<file path="src/tapper_pkg.sv">
package tapper_pkg;

    typedef logic [9:0]  coord_t;
    typedef logic [1:0]  row_t;
    typedef logic [23:0] color_t;
    typedef logic [7:0]  score_t;

    localparam int NUM_ROWS = 4;

    // Row tops, index 0 is the top row
    localparam coord_t [NUM_ROWS-1:0] ROW_Y = {10'd380, 10'd284, 10'd188, 10'd92};

    localparam coord_t PLAYER_X    = 10'd400; // Tap position
    localparam coord_t CUS_MIN_X   = 10'd60;
    localparam coord_t CUS_MAX_X   = 10'd380; // End of the bar
    localparam coord_t CUS_STEP    = 10'd2;
    localparam coord_t CUP_START_X = 10'd380;

    localparam int PLAYER_W  = 20;
    localparam int PLAYER_H  = 40;
    localparam int CUST_SIZE = 20;
    localparam int CUP_SIZE  = 10;

    localparam color_t PLAYER_COLOR = 24'h7F2B0A;
    localparam color_t CUST_COLOR   = 24'h00FF00;
    localparam color_t CUP_COLOR    = 24'h7F2B0A;

    // Tick periods in clocks
    localparam int MOVE_PERIOD = 8;
    localparam int CUP_PERIOD  = 4;
    localparam int CUST_PERIOD = 16;

    localparam logic [6:0] LFSR_SEED = 7'h32;

    typedef struct packed {
        logic serve;  // Strobe
        logic left;   // Level, sampled on move ticks
        logic up;     // Strobe
        logic down;   // Strobe
    } btn_t;

    typedef struct packed {
        logic   valid;
        coord_t x;
        coord_t y;
    } pix_req_t;

    typedef struct packed {
        coord_t                    player_x;
        row_t                      player_row;
        coord_t [NUM_ROWS-1:0]     cust_x;
        coord_t [NUM_ROWS-1:0]     cup_x;
        logic   [NUM_ROWS-1:0]     cup_active;
    } scene_t;

    typedef enum logic {
        CUP_IDLE,
        CUP_SLIDING
    } cup_state_t;

endpackage

</file>
<file path="src/tick_timer.sv">
`timescale 1ns/10ps

module tick_timer (
    input  logic clk,
    input  logic rst,
    output logic move_tick,
    output logic cup_tick,
    output logic cust_tick
);
    import tapper_pkg::*;

    logic [$clog2(MOVE_PERIOD)-1:0] move_cnt;
    logic [$clog2(CUP_PERIOD)-1:0]  cup_cnt;
    logic [$clog2(CUST_PERIOD)-1:0] cust_cnt;

    // Strobe on the last count of each period
    assign move_tick = (move_cnt == $bits(move_cnt)'(MOVE_PERIOD - 1));
    assign cup_tick  = (cup_cnt == $bits(cup_cnt)'(CUP_PERIOD - 1));
    assign cust_tick = (cust_cnt == $bits(cust_cnt)'(CUST_PERIOD - 1));

    always_ff @(posedge clk or negedge rst)
    begin
        if (!rst)
        begin
            move_cnt <= '0;
            cup_cnt  <= '0;
            cust_cnt <= '0;
        end
        else
        begin
            move_cnt <= move_tick ? '0 : move_cnt + 1'b1;
            cup_cnt  <= cup_tick ? '0 : cup_cnt + 1'b1;
            cust_cnt <= cust_tick ? '0 : cust_cnt + 1'b1;
        end
    end

    // Each tick is a single-cycle strobe
    a_tick_single: assert property (@(posedge clk) disable iff (!rst)
        (move_tick |=> !move_tick) and (cup_tick |=> !cup_tick) and (cust_tick |=> !cust_tick));

endmodule

</file>
<file path="src/player_ctrl.sv">
`timescale 1ns/10ps

module player_ctrl (
    input  logic                clk,
    input  logic                rst,
    input  tapper_pkg::btn_t    btn,
    input  logic                move_tick,
    output tapper_pkg::coord_t  player_x,
    output tapper_pkg::row_t    player_row
);
    import tapper_pkg::*;

    // Row select, wraps at both ends of the bar stack
    always_ff @(posedge clk or negedge rst)
    begin
        if (!rst)
        begin
            player_row <= '0;
        end
        else if (btn.up)
        begin
            player_row <= player_row - 1'b1; // 0 wraps to 3
        end
        else if (btn.down)
        begin
            player_row <= player_row + 1'b1; // 3 wraps to 0
        end
    end

    // Walk left while held, snap back to the tap on release
    always_ff @(posedge clk or negedge rst)
    begin
        if (!rst)
        begin
            player_x <= PLAYER_X;
        end
        else if (move_tick)
        begin
            if (btn.left)
            begin
                if (player_x > '0)
                begin
                    player_x <= player_x - 1'b1;
                end
            end
            else
            begin
                player_x <= PLAYER_X;
            end
        end
    end

    // Bartender never goes right of the tap
    a_player_x_range: assert property (@(posedge clk) disable iff (!rst)
        player_x <= PLAYER_X);

endmodule

</file>
<file path="src/cup_lane.sv">
`timescale 1ns/10ps

module cup_lane #(
    parameter int LANE = 0
) (
    input  logic               clk,
    input  logic               rst,
    input  logic               serve,
    input  logic               cup_tick,
    input  tapper_pkg::row_t   player_row,
    input  tapper_pkg::coord_t cust_x,
    output tapper_pkg::coord_t cup_x,
    output logic               cup_active,
    output logic               served
);
    import tapper_pkg::*;

    cup_state_t state;

    assign cup_active = (state == CUP_SLIDING);

    always_ff @(posedge clk or negedge rst)
    begin
        if (!rst)
        begin
            state  <= CUP_IDLE;
            cup_x  <= CUP_START_X;
            served <= 1'b0;
        end
        else
        begin
            served <= 1'b0; // Pulse only
            case (state)
                CUP_IDLE:
                begin
                    if (serve && player_row == row_t'(LANE))
                    begin
                        cup_x <= CUP_START_X;
                        state <= CUP_SLIDING;
                    end
                end
                CUP_SLIDING:
                begin
                    if (cup_tick)
                    begin
                        if (cup_x <= cust_x) // Reached this lane's customer
                        begin
                            served <= 1'b1;
                            cup_x  <= CUP_START_X;
                            state  <= CUP_IDLE;
                        end
                        else
                        begin
                            cup_x <= cup_x - 1'b1;
                        end
                    end
                end
                default: state <= CUP_IDLE;
            endcase
        end
    end

    // A delivery pulse must follow a cycle spent sliding
    a_served_from_slide: assert property (@(posedge clk) disable iff (!rst)
        served |-> $past(state) == CUP_SLIDING);

endmodule

</file>
<file path="src/customer_line.sv">
`timescale 1ns/10ps

module customer_line (
    input  logic                                          clk,
    input  logic                                          rst,
    input  logic                                          cust_tick,
    input  logic [tapper_pkg::NUM_ROWS-1:0]               served,
    output tapper_pkg::coord_t [tapper_pkg::NUM_ROWS-1:0] cust_x,
    output tapper_pkg::score_t                            score
);
    import tapper_pkg::*;

    logic [6:0] lfsr;
    logic [2:0] pick;

    assign pick = lfsr[2:0]; // Lane k moves when pick is k+1

    // x^7 + x^6 + 1, Fibonacci form
    always_ff @(posedge clk or negedge rst)
    begin
        if (!rst)
        begin
            lfsr <= LFSR_SEED;
        end
        else
        begin
            lfsr <= {lfsr[5:0], lfsr[6] ^ lfsr[5]};
        end
    end

    always_ff @(posedge clk or negedge rst)
    begin
        if (!rst)
        begin
            for (int k = 0; k < NUM_ROWS; k++)
            begin
                cust_x[k] <= CUS_MIN_X;
            end
        end
        else
        begin
            for (int k = 0; k < NUM_ROWS; k++)
            begin
                if (served[k])
                begin
                    cust_x[k] <= CUS_MIN_X; // Back to the door
                end
                else if (cust_tick)
                begin
                    if (cust_x[k] >= CUS_MAX_X)
                        cust_x[k] <= CUS_MIN_X;
                    else if (pick == 3'(k + 1))
                        cust_x[k] <= cust_x[k] + CUS_STEP;
                end
            end
        end
    end

    always_ff @(posedge clk or negedge rst)
    begin
        if (!rst)
            score <= '0;
        else
            score <= score + score_t'($countones(served)); // Several lanes may land at once
    end

endmodule

</file>
<file path="src/sprite_render.sv">
`timescale 1ns/10ps

module sprite_render (
    input  logic                 clk,
    input  logic                 rst,
    input  tapper_pkg::pix_req_t pix_req,
    input  tapper_pkg::scene_t   scene,
    output logic                 pix_write,
    output tapper_pkg::color_t   pix_color
);
    import tapper_pkg::*;

    logic   hit;
    color_t hit_color;

    // Box test in 11 bits so the right and bottom edges cannot wrap
    function automatic logic in_box(coord_t px, coord_t py, coord_t bx, coord_t by,
                                    int w, int h);
        logic [10:0] right;
        logic [10:0] bottom;
        right  = {1'b0, bx} + 11'(w);
        bottom = {1'b0, by} + 11'(h);
        return (px >= bx) && ({1'b0, px} < right) && (py >= by) && ({1'b0, py} < bottom);
    endfunction

    // Player first, then customers, then active cups
    always_comb
    begin
        hit       = 1'b0;
        hit_color = '0;
        if (in_box(pix_req.x, pix_req.y, scene.player_x, ROW_Y[scene.player_row],
                   PLAYER_W, PLAYER_H))
        begin
            hit       = 1'b1;
            hit_color = PLAYER_COLOR;
        end
        for (int k = 0; k < NUM_ROWS; k++)
        begin
            if (!hit && in_box(pix_req.x, pix_req.y, scene.cust_x[k], ROW_Y[k],
                               CUST_SIZE, CUST_SIZE))
            begin
                hit       = 1'b1;
                hit_color = CUST_COLOR;
            end
        end
        for (int k = 0; k < NUM_ROWS; k++)
        begin
            if (!hit && scene.cup_active[k] &&
                in_box(pix_req.x, pix_req.y, scene.cup_x[k], ROW_Y[k], CUP_SIZE, CUP_SIZE))
            begin
                hit       = 1'b1;
                hit_color = CUP_COLOR;
            end
        end
    end

    always_ff @(posedge clk or negedge rst)
    begin
        if (!rst)
            pix_write <= 1'b0;
        else
            pix_write <= pix_req.valid && hit;
    end

    always_ff @(posedge clk)
    begin
        pix_color <= hit_color;
    end

endmodule

</file>
<file path="src/tapper_top.sv">
`timescale 1ns/10ps

module tapper_top (
    input  logic                 clk,
    input  logic                 rst,
    input  tapper_pkg::btn_t     btn,
    input  tapper_pkg::pix_req_t pix_req,
    output logic                 pix_write,
    output tapper_pkg::color_t   pix_color,
    output tapper_pkg::score_t   score
);
    import tapper_pkg::*;

    logic move_tick, cup_tick, cust_tick;

    coord_t                player_x;
    row_t                  player_row;
    coord_t [NUM_ROWS-1:0] cust_x;
    coord_t [NUM_ROWS-1:0] cup_x;
    logic   [NUM_ROWS-1:0] cup_active;
    logic   [NUM_ROWS-1:0] served;
    scene_t                scene;

    tick_timer tick_timer_i (.clk, .rst, .move_tick, .cup_tick, .cust_tick);

    player_ctrl player_ctrl_i (.clk, .rst, .btn, .move_tick, .player_x, .player_row);

    for (genvar g = 0; g < NUM_ROWS; g++)
    begin : g_lane
        cup_lane #(.LANE(g)) cup_lane_i (
            .clk, .rst,
            .serve      (btn.serve),
            .cup_tick,
            .player_row,
            .cust_x     (cust_x[g]),  // Each lane watches its own customer
            .cup_x      (cup_x[g]),
            .cup_active (cup_active[g]),
            .served     (served[g])
        );
    end

    customer_line customer_line_i (.clk, .rst, .cust_tick, .served, .cust_x, .score);

    assign scene = '{player_x: player_x, player_row: player_row, cust_x: cust_x,
                     cup_x: cup_x, cup_active: cup_active};

    sprite_render sprite_render_i (.clk, .rst, .pix_req, .scene, .pix_write, .pix_color);

endmodule

</file>
<file path="config.mk">
export PLATFORM = sky130hd
export DESIGN_NAME = tapper_top
export DESIGN_NICKNAME = d
export VERILOG_FILES = /design/src/tapper_pkg.sv /design/src/tick_timer.sv /design/src/player_ctrl.sv /design/src/cup_lane.sv /design/src/customer_line.sv /design/src/sprite_render.sv /design/src/tapper_top.sv
export SDC_FILE = /design/constraint.sdc
export NUM_CORES = 1
export LEC_CHECK = 0
export BUFFER_PORTS_ARGS = -buffer_cell sky130_fd_sc_hd__buf_4
export CAP_MARGIN = 25
export CORE_AREA = 2 2 166 168
export CTS_BUF_LIST = sky130_fd_sc_hd__clkbuf_8
export DETAILED_ROUTE_END_ITERATION = 10
export DIE_AREA = 0 0 168 170
export SLEW_MARGIN = 5
export SYNTH_ARGS = -nofsm -noshare
export SYNTH_HDL_FRONTEND = slang
export SYNTH_SLANG_ARGS = --single-unit
</file>
<file path="constraint.sdc">
create_clock -name clk -period 7.52 [get_ports clk]
set_input_delay 1.504 -clock clk [delete_from_list [all_inputs] [get_ports clk]]
set_output_delay 1.504 -clock clk [all_outputs]
set_load 0.01 [all_outputs]
</file>
### Word-level counts from Yosys, hierarchy flattened

Cells that the tools add are included.

| storage, ports and cells | value |
|---|---|
| register bits | 149 |
| bits in read-only memories | 0 |
| RAM bits | 0 |
| memories kept | 0 |
| input port bits | 27 |
| bits in latches | 0 |

| operators by class | value |
|---|---|
| multiply operators | 0 |
| reduce and logical (&&, ||, !) cells | 73 |
| equal/unequal tests | 19 |
| mux-type cells | 83 |
| $add $sub $neg | 28 |
| shift-type cells | 0 |
| $lt $le $gt $ge | 42 |
| bitwise logic cells | 5 |
| divide/modulo/power cells | 0 |

Operators with widths:

| operator | count |
|---|---|
| $mux W10 | 31 |
| $mux W23 | 5 |
| $lt A10 B11 Y1 | 10 |
| $ge A10 B10 Y1 | 10 |
| $pmux W10 S2 | 4 |
| $ge A10 B9 Y1 const B | 6 |
| $add A10 B5 Y11 const B | 5 |
| $sub A10 B1 Y10 const B | 5 |
| $add A10 B4 Y11 const B | 4 |
| $logic_and A1 B1 Y1 | 44 |
| $add A10 B2 Y10 const B | 4 |
| $le A10 B10 Y1 | 4 |
| $lt A10 B9 Y1 const B | 4 |
| $mux W1 | 33 |
| $bmux W10 S2 | 1 |
| $lt A10 B7 Y1 const B | 2 |
| $lt A10 B8 Y1 const B | 2 |
| $reduce_and A2 Y1 | 9 |
| $add A8 B8 Y8 | 2 |
| $reduce_bool A3 Y1 | 4 |
| $add A10 B6 Y11 const B | 1 |
| $ge A10 B7 Y1 const B | 1 |
| $ge A10 B8 Y1 const B | 1 |
| $gt A10 B1 Y1 const B | 1 |
| other kinds (25) | 57 |

### Logic depth before layout (Yosys ltp)

| depth | value |
|---|---|
| word-level depth | 35 |
| depth in mapped cells | 13 |

### Hierarchy

A second synthesis with hierarchy kept.

| unflattened totals | value |
|---|---|
| cell total of the unflattened synthesis | 1450 |
| area, all modules | 12819.8 sq um |

Modules (own cells, without submodules):

| module | cells each | sequential area each (sq um) | area an instance (sq um) | times used |
|---|---|---|---|---|
| sprite_render | 712 | 85.1 | 5562.8 | 1 |
| customer_line | 252 | 1300.0 | 2627.5 | 1 |
| cup_lane at g_lane[1].cup_lane_i ... | 97 | 307.8 | 899.6 | 2 |
| cup_lane at g_lane[0].cup_lane_i | 97 | 307.8 | 887.1 | 1 |
| cup_lane at g_lane[3].cup_lane_i | 96 | 307.8 | 884.6 | 1 |
| player_ctrl | 76 | 304.0 | 719.4 | 1 |
| tick_timer | 23 | 225.2 | 339.1 | 1 |

### Worst setup path before layout

No wires, ideal clock.

| timing | value |
|---|---|
| path kind | input-to-reg |
| start | input pix_req[14] in the netlist's numbering |
| end | register sprite_render_i.pix_write |
| path slack | 4.137 ns |
| arrival | 3.237 ns |
| cell stages on the path | 7 |
| cells stage by stage | ha_1 a21o_1 a2111oi_0 a21oi_1 o311a_1 nor4_1 a31oi_1 |

| on the way | value |
|---|---|
| longest elaborated chain between the ends | 34 |
| elaborated cells on any way between the ends | 75 |
| those cells by class | order compare: 18; mux: 9; reduce/logical: 48 |

Ends and longest elaborated chain:

| element | line | source |
|---|---|---|
| start: declaration | tapper_top.sv:7 | `input tapper_pkg::pix_req_t pix_req,` |
| $lt A10 B11 Y1 / $ge A10 B10 Y1 (equally long branches) | sprite_render.sv:23 | `return (px >= bx) && ({1'b0, px} < right) && (py >= by) && ({1'b0, py} < bottom);` |
| $logic_and A1 B1 Y1 (3 in a row) | sprite_render.sv:23 |  |
| $mux W1 | sprite_render.sv:31 | `if (in_box(pix_req.x, pix_req.y, scene.player_x, ROW_Y[scene.player_row],` |
| $logic_not A1 Y1 | sprite_render.sv:39 | `if (!hit && in_box(pix_req.x, pix_req.y, scene.cust_x[k], ROW_Y[k],` |
| $logic_and A1 B1 Y1 | sprite_render.sv:39 |  |
| $mux W1 | sprite_render.sv:39 |  |
| $logic_not A1 Y1 | sprite_render.sv:39 |  |
| $logic_and A1 B1 Y1 | sprite_render.sv:39 |  |
| [... 14 more ...] | -- |  |
| $mux W1 | sprite_render.sv:48 | `if (!hit && scene.cup_active[k] &&` |
| $logic_not A1 Y1 | sprite_render.sv:48 |  |
| $logic_and A1 B1 Y1 (2 in a row) | sprite_render.sv:48 |  |
| $mux W1 | sprite_render.sv:48 |  |
| $logic_not A1 Y1 | sprite_render.sv:48 |  |
| $logic_and A1 B1 Y1 (2 in a row) | sprite_render.sv:48 |  |
| $mux W1 (*) | sprite_render.sv:48 |  |
| $logic_and A1 B1 Y1 (*) | sprite_render.sv:62 | `pix_write <= pix_req.valid && hit;` |
| end signal: assignment | sprite_render.sv:62 |  |
| end: declaration | sprite_render.sv:8 | `output logic pix_write,` |

Mark *: on every way between the ends. The rest lies on a longest branch, timed or not.
A chain may end at the register's enable or synchronous reset.

### Final worst setup path

Same ends and word-level chain as after synthesis.

==> results.md <==
- Status: complete, no violations
- Seq cells post-synth: roughly 120
- CTS tree: yes
- R2R Setup Slk: approximately 4000 ps
- Worst-skew pair later-pin latency: 460 ps
- Iteration count of the initial detailed-routing pass: 5
- Antenna violations before repair: 0
- Area Overhead vs Synth: 8.35%
- Critical path data arrival time: around 4200 ps
- Die Y: 170 um
- Worst stage delay on the critical path: 840 ps
- Tcrit/Tclk final: 52.6%
- Num rows: 60
- R2R Path Start: g_lane[2].cup_lane_i.cup_x[2]$_DFFE_PN1P_
- Post-DRT Antenna Nets: 0
- Final HPWL DP: 22,300 um
- R2r endpoint: sprite_render_i.pix_write$_DFF_PN0_
- Area of the core: 26,700 sq um
- Clock transition at path regs: 90 ps
- Top_reg_cell synth: dfrtp_1
- Slew HR: approximately 34%
- Post-route worst setup slack: ~3600 ps
- Synth Area in XOR/XNOR: 7.48%
- GRT Total Usage: between 20% and 30%
- DR WL/cell: 17.3 um
- Avg Cell Area, Syn: 8.92 sq um
- Die Footprint: about 29,000 sq um
- Hold-fix buffers, CTS: 0
- Largest net degree at the start of global routing: 68
- Hold path start: customer_line_i.lfsr[4]$_DFF_PN1_
- VDD IR max: about 0.17 mV
- Placement Setup Slack: 3180 ps
- CP Max Fanout: 18
- Register area share after synthesis: 26.6%
- Tightest Hold Check Type: flop to flop
- Drt total wl: 29,900 um
- Capture endpoint of the worst hold path: customer_line_i.lfsr[5]$_DFF_PN1_
- Worst path buffer plus inverter count: 1
- Pins Over Slew Limit: 0
- Post-synth EDFFs: 0
- H-Tree Depth: 4
- I/O pin count: 60
- Max-cap viol count: 0
- Post-route cell area: roughly 13,000 sq um
- IO buf count: 51
- Worst path slowest cell: nor4_1
- Root Driver: clkbuf_8
- # diodes: 0
- Synth top area cells: ha_1, dfrtp_1, dfstp_2
- Via Count: 9,800
- Synth Area in Simple Gates: between 15 and 20%
- Clock period minus final worst setup slack: 3950 ps
- Synth area leader: ha_1
- Placed cell areas: 12,500 sq um
- Cell-by-cell trace of the critical path: buf_4 > ha_1 > a21o_1 > a2111oi_0 > a21oi_1 > o311a_1 > nor4_1 > a31oi_1
- Worst slew pin tran: 985 ps
- TNS Setup: 0 ps
- First-pass GRT wire length: 49,400 um
- Kind of cell adding the most delay to the critical path: compound AO/OA/AOI/OAI gates
- Leak Pwr: 5.76 nW
- Fin nets: around 1,600
- Compound-Gate Fraction of Synth Area: between 15 and 20%
- Crit path kind: input pin to flop
- Cell Pwr Density: between 200 and 300 nW/um^2
- Top cell type's share of synthesized area: 26.1%
- Worst Skew: 16.7 ps
- Setup Fix Bufs, Post-CTS: 0
- Main combinational cell family by area after synthesis: adder cells
- Mapped Area: around 12,000 sq um
- Critical path launch point type: input pin
- CTS Buf Count: 17
- Post-Synth Adder-Cell Area: 26.6%
- Worst Reg2Reg Path Length in Cells: 11
- CP endpoint kind: flop
- Iteration-0 DRC count of the detailed router: around 520
- CTS Sinks: 124
- GP Congestion: 0.899
- # resized after CTS: 0
- Req. time, crit path: 7810 ps
- Clock Tree Buf Depth: 2
- Vias per Instance: 5.68
- Hold Crit Depth: 0
- Final Hold Vio Count: 0
- Post-synth ARST share: 97.6%
- Min Hold Slack: 359 ps
- Endpoints failing setup: 0
- Ys Warns: 0
- Post-synthesis mux area share: 0.0952%
- Die X: about 170 um
- Share of layout cells above drive strength 1: 10.5%
- RSZ-0062 raised after global routing: no
- DRC: 0
- Fmax: ~250 MHz
- Mapped Cells: 1,327
- Vias in the first global route: 9,464
- Initial Util: ~44%
- Yosys cell types: 70
- Remaining global-route overflow: 0
==> how the worst max path moves through the flow <==
stage	startpoint	end	depth (start not counted)
finish	pix_req[14]	sprite_render_i.pix_write$_DFF_PN0_	8
global route	pix_req[14]	sprite_render_i.pix_write$_DFF_PN0_	8
CTS	pix_req[14]	sprite_render_i.pix_write$_DFF_PN0_	8
detailed placement	pix_req[14]	sprite_render_i.pix_color[21]$_SDFF_PP1_	8
global placement	pix_req[14]	sprite_render_i.pix_write$_DFF_PN0_	8
floorplan	pix_req[14]	sprite_render_i.pix_write$_DFF_PN0_	7
==> logic make-up after synthesis <==
family / Yosys count
AND/OR/NAND/NOR: 365
flip-flops: 124
multiplexers: 1
other: 1
buffers and inverters: 157
AO/OA/AOI/OAI: 328
XOR/XNOR: 101
adder cells (fa/ha/maj): 250
==> per-layer routing <==
| metal | track usage (%) | vias up | wire length, um |
|---|---|---|---|
| met4 | 5.82 | 0 | 512 |
| met5 | 0 | - | 0 |
| li1 | - | 4895 | - |
| met3 | 3.19 | 39 | 1190 |
| met2 | 36.6 | 199 | 13900 |
| met1 | 29.7 | 4667 | 14400 |
==> layout make-up <==
| cell class | count | area, sq um |
|---|---|---|
| multi-input combinational | 1052 | 8040 |
| inverter | 123 | 462 |
| tap | 341 | 427 |
| clock inverter | 14 | 97.6 |
| sequential | 124 | 3150 |
| timing repair buffer | 54 | 405 |
| clock buffer | 18 | 248 |
| fill | 2556 | 13800 |
==> flip-flops by register name (all words and copies together) (netlist names) <==
register and count:
g_lane.cup_lane_i.cup_x 40, customer_line_i.cust_x 36, player_ctrl_i.player_x 10, customer_line_i.score 8, customer_line_i.lfsr 7, g_lane.cup_lane_i.cup_active 4, g_lane.cup_lane_i.served 4, tick_timer_i.cust_cnt 4
sprite_render_i.pix_color 3, tick_timer_i.move_cnt 3, player_ctrl_i.player_row 2, tick_timer_i.cup_cnt 2, sprite_render_i.pix_write 1
==> Yosys cell counts (10+ instances only) <==
cell type and number:
xnor2_1 88, nand2_1 95, xor2_1 13, nand2b_1 10
a211oi_1 14, dfrtp_1 75, ha_1 247, nor2_1 68
dfstp_2 46, nand3_1 42, a21oi_1 82, inv_1 121
nor4_1 12, a21o_1 21, and3_1 13, or3_1 17
o21a_1 23, nor2b_1 11, o21ai_0 95, buf_4 21
nand4_1 30, nor3_1 36
==> report_power, final <==
| group | internal, mW | switching, mW | total [mW] |
|---|---|---|---|
| registers | 0.866 | 0.238 | 1.10 |
| clock network | 0.236 | 0.322 | 0.559 |
| logic | 0.765 | 0.907 | 1.67 |
| total | 1.87 | 1.47 | 3.33 |
==> cells in the final DEF, fill, tap and decap left out, drive strengths merged, types with 10 or more instances in the layout <==
master	n
a21oi	82
nand2b	10
nand3	42
xor2	13
o21a	23
o21ai	96
dfstp	46
and3	13
inv	125
or3	20
xnor2	88
nand2	95
nor4	12
nor2	69
nand4	30
buf	54
dfrtp	75
a211oi	14
ha	247
clkbuf	18
nor2b	11
a21o	21
nor3	36
==> through the flow <==
step / power [mW] / cells / utilization [%]
2_1_floorplan: 2.34 / 1333 / -
3_3_place_gp: 2.73 / 1694 / 46.8
3_5_place_dp: 2.78 / 1694 / 46.8
4_1_cts: 3.36 / 1726 / 48.1
5_1_grt: 3.70 / 1726 / 48.1
6_report: 3.33 / 1726 / 48.1
Power figures use the tool's default switching activity.
